<file path="src/bp_fe_pkg.sv">
// branch prediction front end definitions
`default_nettype none

package bp_fe_pkg;

   // ~~~~~~~~~~~~~~~~~~~~~~~~~~~~~~~~~~~~~~~~~~~~~~~~~~~~~~~~~~~
   // address and table geometry
   // ~~~~~~~~~~~~~~~~~~~~~~~~~~~~~~~~~~~~~~~~~~~~~~~~~~~~~~~~~~~
   localparam int EADDR_WIDTH    = 32;
   localparam int BYTE_OFF_WIDTH = 2;    // word aligned instructions
   localparam int BTB_IDX_WIDTH  = 6;    // 64 entries
   localparam int BHT_IDX_WIDTH  = 8;    // 256 counters
   localparam int RAS_ADDR_WIDTH = 4;    // carried as zero
   localparam int BTB_TAG_WIDTH  = EADDR_WIDTH - BTB_IDX_WIDTH - BYTE_OFF_WIDTH;

   localparam int BTB_ENTRIES = 1 << BTB_IDX_WIDTH;
   localparam int BHT_ENTRIES = 1 << BHT_IDX_WIDTH;

   // forward metadata is {btb index, bht index, ras field}
   localparam int BRANCH_METADATA_FWD_WIDTH = BTB_IDX_WIDTH + BHT_IDX_WIDTH + RAS_ADDR_WIDTH;
   localparam int META_BHT_LSB = RAS_ADDR_WIDTH;
   localparam int META_BTB_LSB = RAS_ADDR_WIDTH + BHT_IDX_WIDTH;

   // two-bit saturating counters
   localparam int BHT_CTR_WIDTH = 2;
   localparam logic [BHT_CTR_WIDTH-1:0] BHT_CTR_INIT = 2'b01;   // weakly not taken
   localparam logic [BHT_CTR_WIDTH-1:0] BHT_CTR_MAX  = 2'b11;

   // ~~~~~~~~~~~~~~~~~~~~~~~~~~~~~~~~~~~~~~~~~~~~~~~~~~~~~~~~~~~
   // fetch addressing
   // ~~~~~~~~~~~~~~~~~~~~~~~~~~~~~~~~~~~~~~~~~~~~~~~~~~~~~~~~~~~
   localparam logic [EADDR_WIDTH-1:0] RESET_PC    = 32'h0000_1000;
   localparam logic [EADDR_WIDTH-1:0] INSTR_BYTES = 32'd4;

   // both table indices start right above the byte offset
   function automatic logic [BTB_IDX_WIDTH-1:0] btb_idx_of(input logic [EADDR_WIDTH-1:0] pc);
      return pc[BYTE_OFF_WIDTH +: BTB_IDX_WIDTH];
   endfunction

   function automatic logic [BTB_TAG_WIDTH-1:0] btb_tag_of(input logic [EADDR_WIDTH-1:0] pc);
      return pc[EADDR_WIDTH-1 -: BTB_TAG_WIDTH];
   endfunction

   function automatic logic [BHT_IDX_WIDTH-1:0] bht_idx_of(input logic [EADDR_WIDTH-1:0] pc);
      return pc[BYTE_OFF_WIDTH +: BHT_IDX_WIDTH];
   endfunction

endpackage

`default_nettype wire
</file>
<file path="src/bp_fe_pc_gen.sv">
// fetch address generator
`timescale 1ns/1ns
`default_nettype none

module bp_fe_pc_gen
   import bp_fe_pkg::*;
(
   input  wire                                    clk_i,
   input  wire                                    rst_n_i,

   input  wire                                    fetch_ready_i,
   input  wire                                    redir_v_i,
   input  wire [EADDR_WIDTH-1:0]                  redir_pc_i,

   // prediction for the address in s1
   input  wire                                    predict_i,
   input  wire [EADDR_WIDTH-1:0]                  target_i,
   input  wire [BRANCH_METADATA_FWD_WIDTH-1:0]    metadata_i,

   output logic                                   lookup_v_o,
   output logic [EADDR_WIDTH-1:0]                 lookup_pc_o,

   output logic                                   fetch_v_o,
   output logic [EADDR_WIDTH-1:0]                 fetch_pc_o,
   output logic                                   fetch_predict_o,
   output logic [EADDR_WIDTH-1:0]                 fetch_target_o,
   output logic [BRANCH_METADATA_FWD_WIDTH-1:0]   fetch_metadata_o
);

   logic [EADDR_WIDTH-1:0] s0_pc_q;    // address under lookup
   logic [EADDR_WIDTH-1:0] s1_pc_q;    // address with prediction ready
   logic                   s1_v_q;
   logic                   lookup_v;
   logic                   squash;

   // s0 always holds an address, so it only waits on ready and redirect
   assign lookup_v = fetch_ready_i && !redir_v_i;
   // s1 leaves with a taken prediction, the sequential s0 is wrong
   assign squash   = s1_v_q && fetch_ready_i && predict_i;

   always_ff @(posedge clk_i or negedge rst_n_i) begin
      if (!rst_n_i) begin
         s0_pc_q <= RESET_PC;
      end else if (redir_v_i) begin
         s0_pc_q <= redir_pc_i;
      end else if (lookup_v) begin
         if (squash) begin
            s0_pc_q <= target_i;                   // follow the predicted branch
         end else begin
            s0_pc_q <= s0_pc_q + INSTR_BYTES;
         end
      end
   end

   always_ff @(posedge clk_i or negedge rst_n_i) begin
      if (!rst_n_i) begin
         s1_v_q <= 1'b0;
      end else if (redir_v_i) begin
         s1_v_q <= 1'b0;                           // flush
      end else if (lookup_v) begin
         s1_v_q <= !squash;
      end
   end

   always_ff @(posedge clk_i) begin
      if (lookup_v) begin
         s1_pc_q <= s0_pc_q;
      end
   end

   assign lookup_v_o       = lookup_v;
   assign lookup_pc_o      = s0_pc_q;
   assign fetch_v_o        = s1_v_q;
   assign fetch_pc_o       = s1_pc_q;
   assign fetch_predict_o  = predict_i;
   assign fetch_target_o   = target_i;
   assign fetch_metadata_o = metadata_i;

endmodule

`default_nettype wire

</file>
<file path="config.mk">
export PLATFORM = sky130hd
export DESIGN_NAME = bp_fe_pc_gen
export DESIGN_NICKNAME = d
export VERILOG_FILES = /design/src/bp_fe_pkg.sv /design/src/bp_fe_pc_gen.sv
export SDC_FILE = /design/constraint.sdc
export NUM_CORES = 1
export LEC_CHECK = 0
export ABC_CLOCK_PERIOD_IN_PS = 2300
export BUFFER_PORTS_ARGS = -buffer_cell sky130_fd_sc_hd__clkbuf_2
export CAP_MARGIN = 0
export CORE_UTILIZATION = 45
export DETAILED_ROUTE_END_ITERATION = 10
export PLACE_DENSITY = 0.77
export SLEW_MARGIN = 10
export SYNTH_ARGS = -nofsm -noshare
export SYNTH_HDL_FRONTEND = slang
export SYNTH_SLANG_ARGS = --single-unit
</file>
<file path="constraint.sdc">
create_clock -name clk_i -period 2.3 [get_ports clk_i]
set_input_delay 0.115 -clock clk_i [delete_from_list [all_inputs] [get_ports clk_i]]
set_output_delay 0.115 -clock clk_i [all_outputs]
set_load 0.01 [all_outputs]
</file>
# ---- Yosys cells after proc, flatten, opt, wreduce, memory -nomap -nowiden
# Cells that the tools add are included.
dict set report word_totals {
  reg_bits 65
  input_bits 87
  output_inout_bits 117
  word_cells 15
}
dict set report classes {
  add_sub_neg 1
  n_mux 5
  reduce_logical 6
}
# op n
set ops {}
lappend ops {{32-bit 2-to-1 mux} 3}
lappend ops {{32-bit by 3-bit adder with 32-bit output, second input constant} 1}
lappend ops {{1-bit logical AND} 3}
lappend ops {{1-bit zero test} 2}
lappend ops {{1-bit 2-to-1 mux} 2}
lappend ops {{2-bit nonzero test} 1}

# ---- Longest topological paths before layout
dict set report depth {
  word_depth 5
  mapped_depth 7
  ltp_nobuf 6
}

# ---- Worst setup path before layout
# No wires, ideal clock.
dict set report synth_timing {
  kind {input to register}
  from {in fetch_ready_i}
  to {reg s0_pc_q[20], in the netlist lookup_pc_o[20]}
  setup_time_ns 0.091
  arrival_ns 2.443
  required_time_ns 2.209
  path_slack_ns -0.233
  path_stages 5
  path_buffers 1
  cell_sequence {inv_1 -> nor2_1 -> nand2_1 -> clkbuf_1 -> o221ai_1}
}
dict set report synth_between {
  elab_cells_between_ends 7
  cone_classes {mux: 3; reduce/logical: 4}
}
# element line_no
set synth_rtl {}
lappend synth_rtl {{start: declaration} bp_fe_pc_gen.sv:11} ;# input wire fetch_ready_i,
lappend synth_rtl {{1-bit logical AND} bp_fe_pc_gen.sv:37} ;# assign lookup_v = fetch_ready_i && !redir_v_i;
lappend synth_rtl {{net lookup_v_o} bp_fe_pc_gen.sv:20} ;# output logic lookup_v_o,
lappend synth_rtl {{2-bit nonzero test (no source line)} n/a}
lappend synth_rtl {{end signal: assignment} bp_fe_pc_gen.sv:45} ;# s0_pc_q <= redir_pc_i;
lappend synth_rtl {{end signal: assignment} bp_fe_pc_gen.sv:48} ;# s0_pc_q <= target_i;
lappend synth_rtl {{end signal: assignment} bp_fe_pc_gen.sv:50} ;# s0_pc_q <= s0_pc_q + INSTR_BYTES;
lappend synth_rtl {{end: declaration} bp_fe_pc_gen.sv:30} ;# logic [EADDR_WIDTH-1:0] s0_pc_q;
# The timed path passes the listed nets, and every way through them passes these cells. The select of a mux whose other input is x is not followed.
# A chain may end at the register's enable or synchronous reset.

# ---- Final worst setup path
dict set report layout_timing {
  from {reg s0_pc_q[12], in the netlist lookup_pc_o[12]}
  to {reg s0_pc_q[24], in the netlist lookup_pc_o[24]}
}
dict set report layout_between {
  elab_chain_len 4
}
# element line_no
set layout_lines {}
lappend layout_lines {{32-bit by 3-bit adder with 32-bit output} bp_fe_pc_gen.sv:50}
lappend layout_lines {{32-bit 2-to-1 mux} bp_fe_pc_gen.sv:47} ;# if (squash) begin
lappend layout_lines {{32-bit 2-to-1 mux} bp_fe_pc_gen.sv:46} ;# end else if (lookup_v) begin
lappend layout_lines {{32-bit 2-to-1 mux} bp_fe_pc_gen.sv:44} ;# end else if (redir_v_i) begin
# No other way between the ends. The select of a mux whose other input is x is not followed.

==> flow_results.xml <==
<?xml version="1.0" encoding="UTF-8"?>
<metrics>
  <group name="logic_synthesis">
    <metric name="synth-xor-area-share" unit="%">6.02</metric>
    <metric name="ys_async_sr_fraction" unit="%">50.8</metric>
    <metric name="yosysSeqAreaShare" unit="%">49.2</metric>
    <metric name="synth_compound_area_share" unit="%">13.2</metric>
    <metric name="synthMuxAreaShare" unit="%">1.38</metric>
    <metric name="yosys.area_share.adder" unit="%">0.344</metric>
    <metric name="post_synthesis_share_of_cell_area_spent_on_and_or_nand_and_nor_gates" unit="%">16.4</metric>
    <metric name="synthMostInstantiatedCell" unit="">sky130_fd_sc_hd__buf_4</metric>
    <metric name="avgSynthCellArea" unit="sq um">10.3</metric>
    <metric name="main_combinational_cell_family_by_area_after_synthesis" unit="">simple AND/OR/NAND/NOR gates</metric>
    <metric name="synth.distinct_cells" unit="">37</metric>
    <metric name="synth-edff-count" unit="">32</metric>
    <metric name="synthCells" unit="">354</metric>
    <metric name="yosysWarningCount" unit="">0</metric>
    <metric name="synth-seq-cells" unit="">65</metric>
    <metric name="synth.net_count" unit="">442</metric>
    <metric name="dominantRegCellSynth" unit="">sky130_fd_sc_hd__edfxtp_1</metric>
    <metric name="synth_area_leaders" unit="">sky130_fd_sc_hd__edfxtp_1 (26%), sky130_fd_sc_hd__dfrtp_1 (22%), sky130_fd_sc_hd__buf_4 (11%)</metric>
    <metric name="synth_largest_area_cell" unit="">sky130_fd_sc_hd__edfxtp_1</metric>
    <metric name="most_frequent_cells_after_synthesis" unit="">sky130_fd_sc_hd__buf_4 (51), sky130_fd_sc_hd__nand2_1 (38), sky130_fd_sc_hd__dfrtp_1 (32), sky130_fd_sc_hd__edfxtp_1 (32), sky130_fd_sc_hd__a21oi_1 (19)</metric>
    <metric name="netlist.area_leader.share" unit="%">26.4</metric>
    <metric name="post_syn_area" unit="sq mm">0.00364</metric>
  </group>
  <group name="critical_path">
    <metric name="endpoint_kind" unit="">flop</metric>
    <metric name="critical_path.reg2reg.endpoint" unit="">lookup_pc_o[24]</metric>
    <metric name="crit_arrival" unit="ns">2.22</metric>
    <metric name="critPathRequiredTime" unit="ns">2.48</metric>
    <metric name="timing.critical_path.cells" unit="">and3_1 &gt; nand4bb_4 &gt; nor3_1 &gt; xnor2_1 &gt; o221ai_1</metric>
    <metric name="setup.worst_path.start_class" unit="">flop</metric>
    <metric name="timing_worst_setup_path_type" unit="">flop to flop</metric>
    <metric name="rr_startpoint" unit="">lookup_pc_o[12]</metric>
    <metric name="rrSetupSlack" unit="ns">0.26</metric>
    <metric name="depth_of_the_worst_register_to_register_path" unit="">5</metric>
    <metric name="path_buf_inv" unit="">0</metric>
    <metric name="cp_slowest_cell" unit="">sky130_fd_sc_hd__dfstp_2</metric>
    <metric name="critical-path-top-delay-family" unit="">simple AND/OR/NAND/NOR gates</metric>
    <metric name="timing.critical_path.slowest_cell_delay" unit="ns">0.58</metric>
    <metric name="crit_fanout" unit="">13</metric>
  </group>
  <group name="sta">
    <metric name="finalCriticalPeriod" unit="ns">2.04</metric>
    <metric name="worst_hold_slack" unit="ns">0.0143</metric>
    <metric name="relSlewSlack" unit="%">38.6</metric>
    <metric name="period_share" unit="%">88.9</metric>
    <metric name="setup_viol" unit="">0</metric>
    <metric name="final.setup.tns" unit="ns">0</metric>
    <metric name="finalHoldViolations" unit="">0</metric>
    <metric name="setup_repair_after_global_routing_missed_its_margin" unit="">false</metric>
    <metric name="worst_clock_skew" unit="ns">0.00853</metric>
    <metric name="timing.fmax" unit="MHz">489</metric>
    <metric name="drv_slew" unit="">0</metric>
    <metric name="timing_worst_slew_pin_value" unit="ns">0.921</metric>
  </group>
  <group name="routing">
    <metric name="vias" unit="">3200</metric>
    <metric name="number_of_routed_nets_with_antenna_violations" unit="">0</metric>
    <metric name="drt_pre_antenna_iters" unit="">4</metric>
    <metric name="drt_first_iter_violations" unit="">176</metric>
    <metric name="drt_drc_violations_left" unit="">0</metric>
    <metric name="detail_route.vias_per_cell" unit="">5.32</metric>
    <metric name="wirelength_per_cell" unit="um">15.8</metric>
    <metric name="finalWirelength" unit="um">9470</metric>
  </group>
  <group name="die">
    <metric name="initial_standard_cell_utilization_of_the_core" unit="%">46.8</metric>
    <metric name="y_dimension_of_the_die" unit="um">91.9</metric>
    <metric name="io_pins" unit="">204</metric>
    <metric name="die_w" unit="um">91.9</metric>
    <metric name="rows" unit="">32</metric>
    <metric name="die_area" unit="sq mm">0.00845</metric>
    <metric name="core_area" unit="sq mm">0.00777</metric>
  </group>
  <group name="min_path">
    <metric name="whs_endpoint" unit="">lookup_pc_o[23]</metric>
    <metric name="worst_hold_path_depth" unit="">3</metric>
    <metric name="hold_class" unit="">primary input to flop</metric>
    <metric name="worst_hold_startpoint" unit="">redir_pc_i[23]</metric>
  </group>
  <group name="final_layout">
    <metric name="seqCellArea" unit="sq mm">0.00179</metric>
    <metric name="n_antenna_cell" unit="">0</metric>
    <metric name="finalNonFillerCells" unit="">601</metric>
    <metric name="fraction_of_layout_cells_with_a_size_suffix_above_1" unit="%">40.1</metric>
    <metric name="num-fill-cells" unit="">688</metric>
    <metric name="design.final.nets" unit="">583</metric>
    <metric name="total_area_of_multi_input_combinational_cells" unit="sq mm">0.00137</metric>
    <metric name="area_growth_syn_to_layout" unit="%">26.5</metric>
  </group>
  <group name="clock_network">
    <metric name="ctsResizeCount" unit="">0</metric>
    <metric name="cts_num_sinks" unit="">65</metric>
    <metric name="worstSkewPairLatency" unit="ns">0.34</metric>
    <metric name="clk_pin_slew" unit="ns">0.06</metric>
    <metric name="tritoncts_clock_tree" unit="">built</metric>
    <metric name="cts_made_buffers" unit="">9</metric>
    <metric name="cts-root-buf" unit="">sky130_fd_sc_hd__clkbuf_8</metric>
    <metric name="cts.path.max_buffers" unit="">2</metric>
    <metric name="htree_levels" unit="">3</metric>
  </group>
  <group name="place">
    <metric name="place.gp.congestion" unit="">0.775</metric>
    <metric name="dp.final_hpwl" unit="um">6670</metric>
    <metric name="placed_cells" unit="">563</metric>
    <metric name="portBuffers" unit="">167</metric>
  </group>
  <group name="power_and_ir_drop">
    <metric name="share_comb_of_total_power" unit="%">20.2</metric>
    <metric name="power_density_cells" unit="mW/mm^2">616</metric>
    <metric name="cellInternalPower" unit="uW">1990</metric>
    <metric name="netSwitchingPower" unit="uW">848</metric>
    <metric name="swShare" unit="%">29.9</metric>
    <metric name="power_frac_clock" unit="%">28.5</metric>
    <metric name="max-vdd-ir-drop" unit="V">0.000214</metric>
    <metric name="leakagePower" unit="uW">0.00206</metric>
    <metric name="power.sequential.fraction" unit="%">51.3</metric>
  </group>
  <group name="global_route">
    <metric name="largest_net_degree_at_the_start_of_global_routing" unit="">53</metric>
    <metric name="wire_length_of_the_first_global_routing_pass" unit="um">14700</metric>
    <metric name="grt_antenna_before_repair" unit="">0</metric>
    <metric name="grt_pass1_vias" unit="">2937</metric>
    <metric name="globalRoute.totalOverflow" unit="">0</metric>
    <metric name="grtUsageTotal" unit="%">22.8</metric>
  </group>
  <group name="flow_run">
    <metric name="maxCapViolCount" unit="">0</metric>
  </group>
  <group name="run_status">
    <metric name="run_status" unit="">complete, no violations</metric>
  </group>
</metrics>
## through the flow
| stage | utilization [%] | setup slack (ns) | instance area (sq um) | total power (uW) |
|---|---|---|---|---|
| 2_1_floorplan | - | 0.417 | 3640 | 1810 |
| 3_3_place_gp | 54.3 | 0.324 | 4220 | 2010 |
| 3_5_place_dp | 54.3 | 0.247 | 4220 | 2020 |
| 5_1_grt | 59.2 | 0.0860 | 4600 | 2970 |
| 6_report | 59.2 | 0.255 | 4600 | 2840 |
| 4_1_cts | 59.2 | 0.230 | 4600 | 2860 |
## cell families after synthesis
family | Yosys count
AOI/OAI and AO/OA | 73
adders and majority gates | 1
xor gates and xnor gates | 25
buffers and inverters | 77
DFF | 65
and+or+nand+nor | 108
muxes | 5
## power by group through the flow
stage	combinational, uW	clock [uW]	sequential [uW]
global route	626	876	1470
floorplan	313	0	1500
CTS	577	832	1450
detailed placement	545	0	1480
global placement	536	0	1470
finish	572	809	1460
## flip-flops by register name, indices dropped and copies added (netlist names)
| signal | flops |
|---|---|
| fetch_v_o | 1 |
| lookup_pc_o | 32 |
| fetch_pc_o | 32 |
## layer usage
metal | share of wire [%] | up-vias | track usage [%]
met5 | 0 | - | 0
met3 | 6.8 | 27 | 4.15
li1 | - | 1514 | -
met4 | 2.5 | 0 | 10.5
met2 | 48 | 148 | 37.5
met1 | 43 | 1511 | 29.3
## timing repair
| item | CTS | global route |
|---|---|---|
| setup buffers | 0 | 0 |
| endpoints found under the hold margin | 54 | 0 |
| hold buffers | 23 | 0 |
## worst reg2reg max path: cells and delay by family, from the launching register on
kind / cells / cell delay [ns]
compound gates: 1 / 0.14
flops: 1 / 0.58
simple gates: 3 / 1.00
xor+xnor: 1 / 0.17
## cell type report
cell class,count,area share (%)
Tap cell,102,2.77
Sequential cell,65,38.9
Clock inverter,4,0.490
Timing Repair Buffer,199,24.6
Inverter,8,0.653
Clock buffer,11,2.86
Multi-Input combinational cell,212,29.7
## worst max path at each step
stage / cells after the start / endpoint / start
6_report: 5 / lookup_pc_o[24] / lookup_pc_o[12]
5_1_grt: 5 / lookup_pc_o[24] / lookup_pc_o[12]
4_1_cts: 5 / lookup_pc_o[24] / lookup_pc_o[12]
3_5_place_dp: 5 / lookup_pc_o[24] / lookup_pc_o[12]
3_3_place_gp: 5 / lookup_pc_o[26] / lookup_pc_o[12]
2_1_floorplan: 5 / lookup_pc_o[20] / fetch_ready_i
## placed cells by master (no fill, tap or decap), drive strengths merged, types with 2 or more instances in the layout
| master | synthesis | layout |
|---|---|---|
| clkinv | 0 | 3 |
| xor2 | 8 | 8 |
| o221ai | 16 | 16 |
| dfrtp | 32 | 32 |
| nor2b | 17 | 17 |
| nand3 | 12 | 12 |
| a221oi | 6 | 6 |
| inv | 8 | 8 |
| a2bb2oi | 3 | 3 |
| mux2i | 5 | 5 |
| nor2 | 11 | 11 |
| o21ai | 18 | 18 |
| edfxtp | 32 | 32 |
| o22ai | 5 | 5 |
| xnor2 | 17 | 17 |
| nand4 | 6 | 6 |
| and3 | 5 | 5 |
| clkbuf | 16 | 178 |
| nand2 | 38 | 38 |
| buf | 53 | 9 |
| dlygate4sd3 | 0 | 23 |
| nor3b | 2 | 2 |
| nor4 | 6 | 6 |
| nor3 | 8 | 8 |
| a21oi | 19 | 19 |
(Power assumes the default switching activity.)
