==> config.mk <==
export PLATFORM = sky130hd
export DESIGN_NAME = bp_fe_branch_predictor
export DESIGN_NICKNAME = d
export VERILOG_FILES = /design/src/bp_fe_pkg.sv /design/src/bp_fe_branch_predictor.sv /design/src/bp_fe_bht.sv /design/src/bp_fe_btb.sv
export SDC_FILE = /design/constraint.sdc
export NUM_CORES = 2
export LEC_CHECK = 0
export BUFFER_PORTS_ARGS = -buffer_cell sky130_fd_sc_hd__buf_2
export CAP_MARGIN = 20
export CORE_AREA = 10 10 527 529
export CTS_CLUSTER_DIAMETER = 120
export CTS_CLUSTER_SIZE = 10
export DETAILED_ROUTE_END_ITERATION = 16
export DIE_AREA = 0 0 537 539
export PLACE_DENSITY = 0.79
export SLEW_MARGIN = 20
export SYNTH_ARGS = -nofsm -noshare
export SYNTH_HDL_FRONTEND = slang
export SYNTH_SLANG_ARGS = --single-unit
==> constraint.sdc <==
create_clock -name clk_i -period 3.7 [get_ports clk_i]
set_input_delay 0.185 -clock clk_i [delete_from_list [all_inputs] [get_ports clk_i]]
set_output_delay 0.185 -clock clk_i [all_outputs]
set_load 0.005 [all_outputs]
==> src/bp_fe_pkg.sv <==
// branch prediction front end definitions
`default_nettype none

package bp_fe_pkg;

   // ~~~~~~~~~~~~~~~~~~~~~~~~~~~~~~~~~~~~~~~~~~~~~~~~~~~~~~~~~~~
   // address and table geometry
   // ~~~~~~~~~~~~~~~~~~~~~~~~~~~~~~~~~~~~~~~~~~~~~~~~~~~~~~~~~~~
   localparam int EADDR_WIDTH    = 32;
   localparam int BYTE_OFF_WIDTH = 2;    // word aligned instructions
   localparam int BTB_IDX_WIDTH  = 6;    // 64 entries
   localparam int BHT_IDX_WIDTH  = 8;    // 256 counters
   localparam int RAS_ADDR_WIDTH = 4;    // carried as zero
   localparam int BTB_TAG_WIDTH  = EADDR_WIDTH - BTB_IDX_WIDTH - BYTE_OFF_WIDTH;

   localparam int BTB_ENTRIES = 1 << BTB_IDX_WIDTH;
   localparam int BHT_ENTRIES = 1 << BHT_IDX_WIDTH;

   // forward metadata is {btb index, bht index, ras field}
   localparam int BRANCH_METADATA_FWD_WIDTH = BTB_IDX_WIDTH + BHT_IDX_WIDTH + RAS_ADDR_WIDTH;
   localparam int META_BHT_LSB = RAS_ADDR_WIDTH;
   localparam int META_BTB_LSB = RAS_ADDR_WIDTH + BHT_IDX_WIDTH;

   // two-bit saturating counters
   localparam int BHT_CTR_WIDTH = 2;
   localparam logic [BHT_CTR_WIDTH-1:0] BHT_CTR_INIT = 2'b01;   // weakly not taken
   localparam logic [BHT_CTR_WIDTH-1:0] BHT_CTR_MAX  = 2'b11;

   // ~~~~~~~~~~~~~~~~~~~~~~~~~~~~~~~~~~~~~~~~~~~~~~~~~~~~~~~~~~~
   // fetch addressing
   // ~~~~~~~~~~~~~~~~~~~~~~~~~~~~~~~~~~~~~~~~~~~~~~~~~~~~~~~~~~~
   localparam logic [EADDR_WIDTH-1:0] RESET_PC    = 32'h0000_1000;
   localparam logic [EADDR_WIDTH-1:0] INSTR_BYTES = 32'd4;

   // both table indices start right above the byte offset
   function automatic logic [BTB_IDX_WIDTH-1:0] btb_idx_of(input logic [EADDR_WIDTH-1:0] pc);
      return pc[BYTE_OFF_WIDTH +: BTB_IDX_WIDTH];
   endfunction

   function automatic logic [BTB_TAG_WIDTH-1:0] btb_tag_of(input logic [EADDR_WIDTH-1:0] pc);
      return pc[EADDR_WIDTH-1 -: BTB_TAG_WIDTH];
   endfunction

   function automatic logic [BHT_IDX_WIDTH-1:0] bht_idx_of(input logic [EADDR_WIDTH-1:0] pc);
      return pc[BYTE_OFF_WIDTH +: BHT_IDX_WIDTH];
   endfunction

endpackage

`default_nettype wire
==> src/bp_fe_branch_predictor.sv <==
// BTB and BHT branch predictor
`timescale 1ns/1ns
`default_nettype none

module bp_fe_branch_predictor
   import bp_fe_pkg::*;
(
   input  wire                                    clk_i,
   input  wire                                    rst_n_i,

   input  wire                                    r_v_i,
   input  wire                                    w_v_i,
   input  wire                                    taken_i,
   input  wire [EADDR_WIDTH-1:0]                  pc_queue_i,   // lookup address
   input  wire [EADDR_WIDTH-1:0]                  pc_cmd_i,     // resolved target
   input  wire [EADDR_WIDTH-1:0]                  pc_branch_i,  // address of the branch
   input  wire [BRANCH_METADATA_FWD_WIDTH-1:0]    branch_metadata_fwd_i,

   output logic                                   predict_o,
   output logic [EADDR_WIDTH-1:0]                 pc_o,
   output logic [BRANCH_METADATA_FWD_WIDTH-1:0]   branch_metadata_fwd_o
);

   logic [BTB_IDX_WIDTH-1:0]             btb_idx_w;
   logic [BHT_IDX_WIDTH-1:0]             bht_idx_w;
   logic                                 btb_w_v;
   logic                                 btb_hit;
   logic                                 bht_taken;
   logic [BRANCH_METADATA_FWD_WIDTH-1:0] meta_q;

   // update indices come back in the metadata
   assign btb_idx_w = branch_metadata_fwd_i[META_BTB_LSB +: BTB_IDX_WIDTH];
   assign bht_idx_w = branch_metadata_fwd_i[META_BHT_LSB +: BHT_IDX_WIDTH];
   assign btb_w_v   = w_v_i && taken_i;      // only taken branches allocate

   // metadata follows the table reads by one cycle
   always_ff @(posedge clk_i) begin
      if (r_v_i) begin
         meta_q <= {btb_idx_of(pc_queue_i), bht_idx_of(pc_queue_i), {RAS_ADDR_WIDTH{1'b0}}};
      end
   end

   // ~~~~~~~~~~~~~~~~~~~~~~~~~~~~~~~~~~~~~~~~~~~~~~~~~~~~~~~~~~~
   // tables
   // ~~~~~~~~~~~~~~~~~~~~~~~~~~~~~~~~~~~~~~~~~~~~~~~~~~~~~~~~~~~
   bp_fe_btb u_btb (
      .clk_i           (clk_i),
      .rst_n_i         (rst_n_i),
      .r_v_i           (r_v_i),
      .w_v_i           (btb_w_v),
      .idx_r_i         (btb_idx_of(pc_queue_i)),
      .idx_w_i         (btb_idx_w),
      .tag_r_i         (btb_tag_of(pc_queue_i)),
      .tag_w_i         (btb_tag_of(pc_branch_i)),
      .branch_target_i (pc_cmd_i),
      .branch_target_o (pc_o),
      .hit_o           (btb_hit)
   );

   bp_fe_bht u_bht (
      .clk_i     (clk_i),
      .rst_n_i   (rst_n_i),
      .r_v_i     (r_v_i),
      .w_v_i     (w_v_i),
      .taken_i   (taken_i),
      .idx_r_i   (bht_idx_of(pc_queue_i)),
      .idx_w_i   (bht_idx_w),
      .predict_o (bht_taken)
   );

   // taken needs a target, so a BTB miss always falls through
   assign predict_o             = btb_hit && bht_taken;
   assign branch_metadata_fwd_o = meta_q;

endmodule

`default_nettype wire

==> src/bp_fe_bht.sv <==
// branch history table
`timescale 1ns/1ns
`default_nettype none

module bp_fe_bht
   import bp_fe_pkg::*;
(
   input  wire                      clk_i,
   input  wire                      rst_n_i,

   input  wire                      r_v_i,
   input  wire                      w_v_i,
   input  wire                      taken_i,
   input  wire [BHT_IDX_WIDTH-1:0]  idx_r_i,
   input  wire [BHT_IDX_WIDTH-1:0]  idx_w_i,

   output logic                     predict_o
);

   logic [BHT_CTR_WIDTH-1:0] ctr_mem [BHT_ENTRIES];
   logic [BHT_CTR_WIDTH-1:0] ctr_cur;
   logic [BHT_CTR_WIDTH-1:0] ctr_nxt;
   logic                     predict_q;

   assign ctr_cur = ctr_mem[idx_w_i];

   // saturating step toward the resolved direction
   always_comb begin
      ctr_nxt = ctr_cur;
      if (taken_i) begin
         if (ctr_cur != BHT_CTR_MAX) begin
            ctr_nxt = ctr_cur + 2'd1;
         end
      end else begin
         if (ctr_cur != '0) begin
            ctr_nxt = ctr_cur - 2'd1;
         end
      end
   end

   // ~~~~~~~~~~~~~~~~~~~~~~~~~~~~~~~~~~~~~~~~~~~~~~~~~~~~~~~~~~~
   // counter array
   // ~~~~~~~~~~~~~~~~~~~~~~~~~~~~~~~~~~~~~~~~~~~~~~~~~~~~~~~~~~~
   always_ff @(posedge clk_i or negedge rst_n_i) begin
      if (!rst_n_i) begin
         for (int i = 0; i < BHT_ENTRIES; i++) begin
            ctr_mem[i] <= BHT_CTR_INIT;
         end
      end else if (w_v_i) begin
         ctr_mem[idx_w_i] <= ctr_nxt;
      end
   end

   // registered read, upper bit is the direction
   always_ff @(posedge clk_i or negedge rst_n_i) begin
      if (!rst_n_i) begin
         predict_q <= 1'b0;
      end else if (r_v_i) begin
         predict_q <= ctr_mem[idx_r_i][BHT_CTR_WIDTH-1];   // pre-update value
      end
   end

   assign predict_o = predict_q;

endmodule

`default_nettype wire

==> src/bp_fe_btb.sv <==
// branch target buffer
`timescale 1ns/1ns
`default_nettype none

module bp_fe_btb
   import bp_fe_pkg::*;
(
   input  wire                      clk_i,
   input  wire                      rst_n_i,

   input  wire                      r_v_i,
   input  wire                      w_v_i,
   input  wire [BTB_IDX_WIDTH-1:0]  idx_r_i,
   input  wire [BTB_IDX_WIDTH-1:0]  idx_w_i,
   input  wire [BTB_TAG_WIDTH-1:0]  tag_r_i,
   input  wire [BTB_TAG_WIDTH-1:0]  tag_w_i,
   input  wire [EADDR_WIDTH-1:0]    branch_target_i,

   output logic [EADDR_WIDTH-1:0]   branch_target_o,
   output logic                     hit_o
);

   // direct-mapped storage
   logic [BTB_TAG_WIDTH-1:0] tag_mem [BTB_ENTRIES];
   logic [EADDR_WIDTH-1:0]   tgt_mem [BTB_ENTRIES];
   logic [BTB_ENTRIES-1:0]   valid_q;

   logic                     hit_q;
   logic [EADDR_WIDTH-1:0]   target_q;
   logic                     tag_match;

   // valid entry whose tag equals the lookup tag
   assign tag_match = valid_q[idx_r_i] && (tag_mem[idx_r_i] == tag_r_i);

   // ~~~~~~~~~~~~~~~~~~~~~~~~~~~~~~~~~~~~~~~~~~~~~~~~~~~~~~~~~~~
   // write side
   // ~~~~~~~~~~~~~~~~~~~~~~~~~~~~~~~~~~~~~~~~~~~~~~~~~~~~~~~~~~~
   always_ff @(posedge clk_i or negedge rst_n_i) begin
      if (!rst_n_i) begin
         valid_q <= '0;                  // all entries empty
      end else if (w_v_i) begin
         valid_q[idx_w_i] <= 1'b1;
      end
   end

   always_ff @(posedge clk_i) begin
      if (w_v_i) begin
         tag_mem[idx_w_i] <= tag_w_i;
         tgt_mem[idx_w_i] <= branch_target_i;
      end
   end

   // ~~~~~~~~~~~~~~~~~~~~~~~~~~~~~~~~~~~~~~~~~~~~~~~~~~~~~~~~~~~
   // read side
   // ~~~~~~~~~~~~~~~~~~~~~~~~~~~~~~~~~~~~~~~~~~~~~~~~~~~~~~~~~~~
   // same-cycle write is not visible here, the read gets the old entry
   always_ff @(posedge clk_i or negedge rst_n_i) begin
      if (!rst_n_i) begin
         hit_q <= 1'b0;
      end else if (r_v_i) begin
         hit_q <= tag_match;
      end
   end

   always_ff @(posedge clk_i) begin
      if (r_v_i) begin
         target_q <= tgt_mem[idx_r_i];   // held until next read
      end
   end

   assign hit_o           = hit_q;
   assign branch_target_o = target_q;

endmodule

`default_nettype wire

# After elaboration in Yosys (flattened, before gate mapping)
# Memories as Yosys holds them, arrays and structs flattened. A register that Yosys moved wholly into a read port is not among the register bits.
# Index checks and enable logic that the tools add are counted.
[word_totals]
wordCells = 299
output_inout_bits = 51
mem_bits_rw = 3584
mem_count = 2
ff_bits = 592
in_bits = 119
[mem_list]
columns = ["name", "words", "word_bits", "rd", "rd_ports_with_merged_regs", "wr", "line", "text"]
rows = [
  ["u_btb.tgt_mem", 64, 32, 1, 1, 1, "bp_fe_btb.sv:25", "logic [EADDR_WIDTH-1:0] tgt_mem [BTB_ENTRIES];"],
  ["u_btb.tag_mem", 64, 24, 1, 0, 1, "bp_fe_btb.sv:24", "logic [BTB_TAG_WIDTH-1:0] tag_mem [BTB_ENTRIES];"],
]
[classes]
n_bitwise = 3
n_mux = 18
n_addsub = 2
magnitude_cmp = 6
eq_ne = 2
n_reduce_logical = 6
[op_table]
columns = ["cell", "n"]
rows = [
  ["$bwmux 512", 1],
  ["$or 64x64->64", 1],
  ["$bmux 2 s8", 2],
  ["$eq 24x24->1", 1],
  ["$ge 9x9->1 const B", 2],
  ["$not 8->9", 2],
  ["$demux 2 s8", 1],
  ["$mux 2", 8],
  ["$lt 6x7->1 const B", 2],
  ["$lt 9x1->1 const B", 1],
  ["$bmux 1 s6", 1],
  ["$demux 1 s6", 1],
  ["$ge 6x1->1 const B", 1],
  ["$logic_and 1x1->1", 5],
  ["$mux 1", 4],
  ["$add 2x1->2 const B", 1],
  ["$ne 2x2->1 const B", 1],
  ["$reduce_bool 2->1", 1],
  ["$sub 2x1->2 const B", 1],
]

# Depth between registers and ports, before layout
[depth]
depth_word = 8
mapped_depth = 15
depth_no_buf = 9

# Hierarchy
# Synthesis repeated with hierarchy kept, for this count alone.
[unflattened]
cells_unflattened = 8315
area_unflattened_um2 = 168051.2
[modules_own_cells]
columns = ["module", "area_per_inst_um2", "n_inst", "cells_per_inst", "seq_area_each_um2"]
rows = [
  ["bp_fe_btb", 140220.7, 1, 5795, 110210.7],
  ["bp_fe_bht", 27498.9, 1, 2499, 13157.6],
  ["bp_fe_branch_predictor", 331.6, 1, 21, 240.2],
]

# Least setup slack after synthesis
# No wires, ideal clock.
[synth_timing]
path_kind = "input to register"
from = "input branch_metadata_fwd_i[15]"
to = "memory u_btb.tag_mem[10][0] (netlist bit), enable pin"
slack_ns = -0.145
path_buffers = 2
required_time_ns = 3.229
cell_stages = 4
t_arrival_ns = 3.374
setup_ns = 0.471
cell_sequence = "clkbuf_1 > or3b_2 > clkbuf_1 > nor2_1"
[synth_rtl]
columns = ["item", "line", "text"]
rows = [
  ["start, declared", "bp_fe_branch_predictor.sv:17", "input wire [BRANCH_METADATA_FWD_WIDTH-1:0] branch_metadata_fwd_i,"],
  ["end, declared", "bp_fe_btb.sv:24", ""],
]
# No word-level cell before the write port.

# Worst setup path after layout
[layout_timing]
from = "input pc_queue_i[3]"
to = "register u_btb.hit_q, in the netlist u_btb.hit_o"
[layout_via]
elab_chain_cells = 3
word_cells_on_any_way = 5
classes_between = "1 x eq/ne; 2 x mux; 1 x reduce/logical; 1 x memory"
[layout_lines]
columns = ["item", "line", "text"]
rows = [
  ["start, declared", "bp_fe_branch_predictor.sv:14", "input wire [EADDR_WIDTH-1:0] pc_queue_i,"],
  ["$mem_v2 64x24 or $bmux 1 s6 (tied branches)", "-", ""],
  ["$eq 24x24->1 or $mux 1 (tied branches)", "bp_fe_btb.sv:33", "assign tag_match = valid_q[idx_r_i] && (tag_mem[idx_r_i] == tag_r_i);"],
  ["$logic_and 1x1->1 *", "bp_fe_btb.sv:33", ""],
  ["end signal, assigned", "bp_fe_btb.sv:61", "hit_q <= tag_match;"],
  ["end, declared", "bp_fe_btb.sv:28", "logic hit_q;"],
]
# Mark *: on every way between the ends. The rest lies on a longest branch, timed or not. The select of a mux whose other input is x is not followed.
# A chain may end at the register's enable or synchronous reset.

==> impl_metrics.env <==
export IMPL_post_dp_cell_area_mm2=0.177
export IMPL_syn_cell_area_mm2=0.168
export IMPL_syn_to_final_growth_pct=13.7
export IMPL_timing_hold_worst_class="primary input to flip-flop"
export IMPL_synth_warning_count=0
export IMPL_rsz_0062_raised_after_global_routing="false"
export IMPL_clk_insertion_delay_late_ns=1.03
export IMPL_setup_worst_path_start_class="primary input"
export IMPL_critPathRequiredTime_ns=4.53
export IMPL_count_of_flip_flops_with_a_built_in_enable_after_synthesis=3624
export IMPL_tritoncts_num_sinks=4202
export IMPL_final_hold_violation_count=0
export IMPL_worst_path_max_fanout=41
export IMPL_clockRootBuffer="sky130_fd_sc_hd__clkbuf_16"
export IMPL_initial_core_util_pct=62.8
export IMPL_drtIter0Drc=18300
export IMPL_worst_path_buf_inv=3
export IMPL_dominantRegCellSynth="sky130_fd_sc_hd__edfxtp_1"
export IMPL_routabilityCongestion=0.858
export IMPL_ffs_w_async_s_r_synth_pct=13.8
export IMPL_die_w_um=537
export IMPL_worstPathArrival_ns=4.45
export IMPL_cp_end_kind="flip-flop"
export IMPL_power_frac_comb_pct=6.5
export IMPL_max_stage_delay_ns=0.63
export IMPL_worst_case_clock_buffer_depth=4
export IMPL_globalRoute_totalOverflow=0
export IMPL_cts_tree="yes"
export IMPL_path_cells="buf_8 > nand2b_1 > o221ai_1 > a21oi_1 > o31ai_1 > mux2_2 > a21oi_1 > dlygate4sd3_1 > nand3_1 > dlygate4sd3_1 > o41ai_1"
export IMPL_post_detailed_route_count_of_antenna_violating_nets=0
export IMPL_ports_placed_on_the_boundary=170
export IMPL_layout_nets=8901
export IMPL_grt_pass1_vias=97200
export IMPL_grt_usage_pct=36.4
export IMPL_detail_route_wirelength_um=533000
export IMPL_vias=97200
export IMPL_post_drt_via_cell_ratio=7.78
export IMPL_run_status="completed"
export IMPL_cts_htree_levels=5
export IMPL_hpwlAfterDp_um=263000
export IMPL_drv_max_cap_violation_count=0
export IMPL_global_route_wire_length_before_repair_um=745000
export IMPL_portBuffers=151
export IMPL_p_total_uw=100000
export IMPL_worst_setup_hold_path_clk_slew_ns=0.06
export IMPL_cts_repair_timing_setup_buffer_count=0
export IMPL_timing_final_setup_violations=0
export IMPL_tightestPinTransition_ns=1.13
export IMPL_finalMaxSlewViolations=0
export IMPL_post_route_cells_drive_above_1_share_pct=33.2
export IMPL_yosysUniqueCellTypes=57
export IMPL_post_route_min_period_ns=3.62
export IMPL_postSynthAreaPerCell_um2=20.5
export IMPL_grt_antenna_before_repair=45
export IMPL_cts_buffers=458
export IMPL_number_of_synthesized_register_bits=4202
export IMPL_p_sw_uw=22600
export IMPL_sequentialPowerShare_pct=52.7
export IMPL_power_density_mw_per_mm2=525
export IMPL_die_y_um=539
export IMPL_switching_share_pct=22.6
export IMPL_timing_hold_ws_ns=0.0393
export IMPL_clock_power_share_pct=40.8
export IMPL_slowest_stage="sky130_fd_sc_hd__nand2b_1"
export IMPL_power_ir_vdd_worst_mv=0.461
export IMPL_seq_area_frac_synth_pct=73.7
export IMPL_p_int_uw=77400
export IMPL_syn_inst=8164
export IMPL_leakage_uw=0.0621
export IMPL_drt_drc_violations_left=0
export IMPL_drt_pass_1_iters=6
export IMPL_routed_wire_length_per_instance_um=42.6
export IMPL_max_clock_freq_ghz=0.276
export IMPL_max_slew_margin_rel_pct=24.8
export IMPL_final_cell_area_mm2=0.191
export IMPL_critical_path_top_delay_family="buffers and inverters"
export IMPL_grt_start_max_net_pins=109
export IMPL_floorplan_rows=190
export IMPL_fin_crit_sh_pct=97.9
export IMPL_core_area_mm2=0.267
export IMPL_skew_ns=0.0913
export IMPL_floorplan_die_area_mm2=0.289
export IMPL_worst_setup_path_type="primary input to flip-flop"
[final cells by class]
cell class	instances	area (um2)
Clock inverter	24	485
Inverter	3	16.3
Clock buffer	577	12000
Multi-Input combinational cell	3363	42100
Timing Repair Buffer	754	7980
Tap cell	3552	4440
Antenna cell	23	57.6
Sequential cell	4202	124000
Fill cell	14300	76300
[layout by cell type, fill, tap and decap left out, drive strengths merged, types with 70 or more instances in the layout]
cell	Yosys	layout
buf	251	661
o21ai	291	291
o31ai	226	226
a21oi	287	287
dfrtp	322	322
nor2	194	194
clkbuf	348	578
edfxtp	3624	3624
a31oi	248	248
or2	70	70
mux2i	148	148
dlygate4sd3	0	92
mux4	1254	1254
nand2	220	220
dfstp	256	256
[worst min-delay path, delay by kind of cell]
kind          cells  cell delay, ns
buf+inv           1            0.09
simple gates      3            0.50
[cells in the mapped netlist (11+ instances only)]
| cell | n | share of area (%) |
|---|---|---|
| sky130_fd_sc_hd__a211oi_1 | 21 | 0.094 |
| sky130_fd_sc_hd__a21oi_1 | 287 | 0.86 |
| sky130_fd_sc_hd__a22oi_1 | 68 | 0.30 |
| sky130_fd_sc_hd__a31oi_1 | 248 | 0.93 |
| sky130_fd_sc_hd__a32oi_1 | 11 | 0.057 |
| sky130_fd_sc_hd__and2_1 | 14 | 0.052 |
| sky130_fd_sc_hd__buf_1 | 85 | 0.19 |
| sky130_fd_sc_hd__buf_2 | 127 | 0.38 |
| sky130_fd_sc_hd__buf_4 | 17 | 0.076 |
| sky130_fd_sc_hd__buf_6 | 22 | 0.15 |
| sky130_fd_sc_hd__clkbuf_1 | 348 | 0.78 |
| sky130_fd_sc_hd__dfrtp_1 | 322 | 4.8 |
| sky130_fd_sc_hd__dfstp_2 | 256 | 4.0 |
| sky130_fd_sc_hd__edfxtp_1 | 3624 | 65 |
| sky130_fd_sc_hd__mux2_2 | 25 | 0.17 |
| sky130_fd_sc_hd__mux2i_1 | 148 | 0.88 |
| sky130_fd_sc_hd__mux4_2 | 1254 | 17 |
| sky130_fd_sc_hd__nand2_1 | 220 | 0.49 |
| sky130_fd_sc_hd__nand2b_1 | 20 | 0.075 |
| sky130_fd_sc_hd__nand3_1 | 45 | 0.13 |
| sky130_fd_sc_hd__nor2_1 | 194 | 0.43 |
| sky130_fd_sc_hd__nor2b_1 | 33 | 0.12 |
| sky130_fd_sc_hd__nor3_1 | 22 | 0.066 |
| sky130_fd_sc_hd__o21ai_0 | 288 | 0.86 |
| sky130_fd_sc_hd__o221ai_1 | 25 | 0.13 |
| sky130_fd_sc_hd__o22ai_1 | 32 | 0.12 |
| sky130_fd_sc_hd__o31ai_1 | 126 | 0.56 |
| sky130_fd_sc_hd__o31ai_2 | 100 | 0.75 |
| sky130_fd_sc_hd__or2_2 | 70 | 0.26 |
| sky130_fd_sc_hd__xnor2_1 | 17 | 0.089 |
[routing by layer]
layer  share of wire [%]  wire, um  up-vias  track usage, %
met5               0.032       172        -               0
met4                 7.8     41600       24            21.7
met3                  15     77400     2267            9.89
met2                  47    248000    10300            55.8
met1                  31    166000    49400            47.4
li1                    -         -    35200               -
[through the flow]
step	instances	setup slack [ns]	utilization (%)	TNS, ns
2_1_floorplan	8167	-0.145	-	-195.27
3_3_place_gp	11800	-0.228	66.3	-61.46
3_5_place_dp	11800	-0.290	66.3	-75.72
4_1_cts	12500	0.0134	71.3	0
5_1_grt	12500	0.0296	71.4	0
6_report	12500	0.0776	71.4	0
[state kept, by name (all words and copies together) (netlist names)]
register / flops
u_bht.predict_o: 1
u_btb.valid_q: 64
u_btb.branch_target_o: 32
u_btb.hit_o: 1
u_bht.ctr_mem: 512
u_btb.tgt_mem: 2048
u_btb.tag_mem: 1536
branch_metadata_fwd_o: 8
[worst paths after layout]
kind                                                     start                              end  slack [ns]  depth (start not counted)
worst max-delay path                             pc_queue_i[3]          u_btb.hit_o$_DFFE_PN0P_        0.08                         11
worst min-delay path                 branch_metadata_fwd_i[12]  u_btb.tag_mem[44][13]$_DFFE_PP_        0.04                          4
worst max register to register  u_btb.tag_mem[5][22]$_DFFE_PP_          u_btb.hit_o$_DFFE_PN0P_        0.09                          9
worst min register to register    u_btb.valid_q[4]$_DFFE_PN0P_     u_btb.valid_q[4]$_DFFE_PN0P_        0.46                          1
max in group asynchronous                              rst_n_i   u_bht.ctr_mem[235]$_DFFE_PN0P_        2.10                          4
min in group asynchronous                              rst_n_i    u_bht.ctr_mem[27]$_DFFE_PN0P_        0.46                          3
[cells by family (layout without fill, tap and decap cells)]
family                 after synthesis  count (layout)  synth area share, %
other                                1              27              0.00224
XOR/XNOR                            23              23                0.120
flip-flops                        4202            4202                 73.7
multiplexers                      1427            1427                 17.9
AO/OA/AOI/OAI                     1249            1249                 4.87
AND/OR/NAND/NOR                    660             660                 1.83
buffers and inverters              602            1358                 1.58
[what timing repair did]
| action | 4_1_cts | 5_1_grt |
|---|---|---|
| endpoints found under the hold margin | 3521 | 0 |
| hold buffers | 93 | 0 |
| setup endpoints to repair | 0 | 9 |
| resized for setup | 0 | 5 |
[power by group through the flow]
stage               sequential (uW)  clock, uW  combinational, uW
floorplan                     53500          0               3730
global placement              53600          0               5890
detailed placement            53700          0               6120
CTS                           52700      40800               6380
global route                  52800      42500               6800
finish                        52700      40800               6520
(Power assumes the default switching activity.)
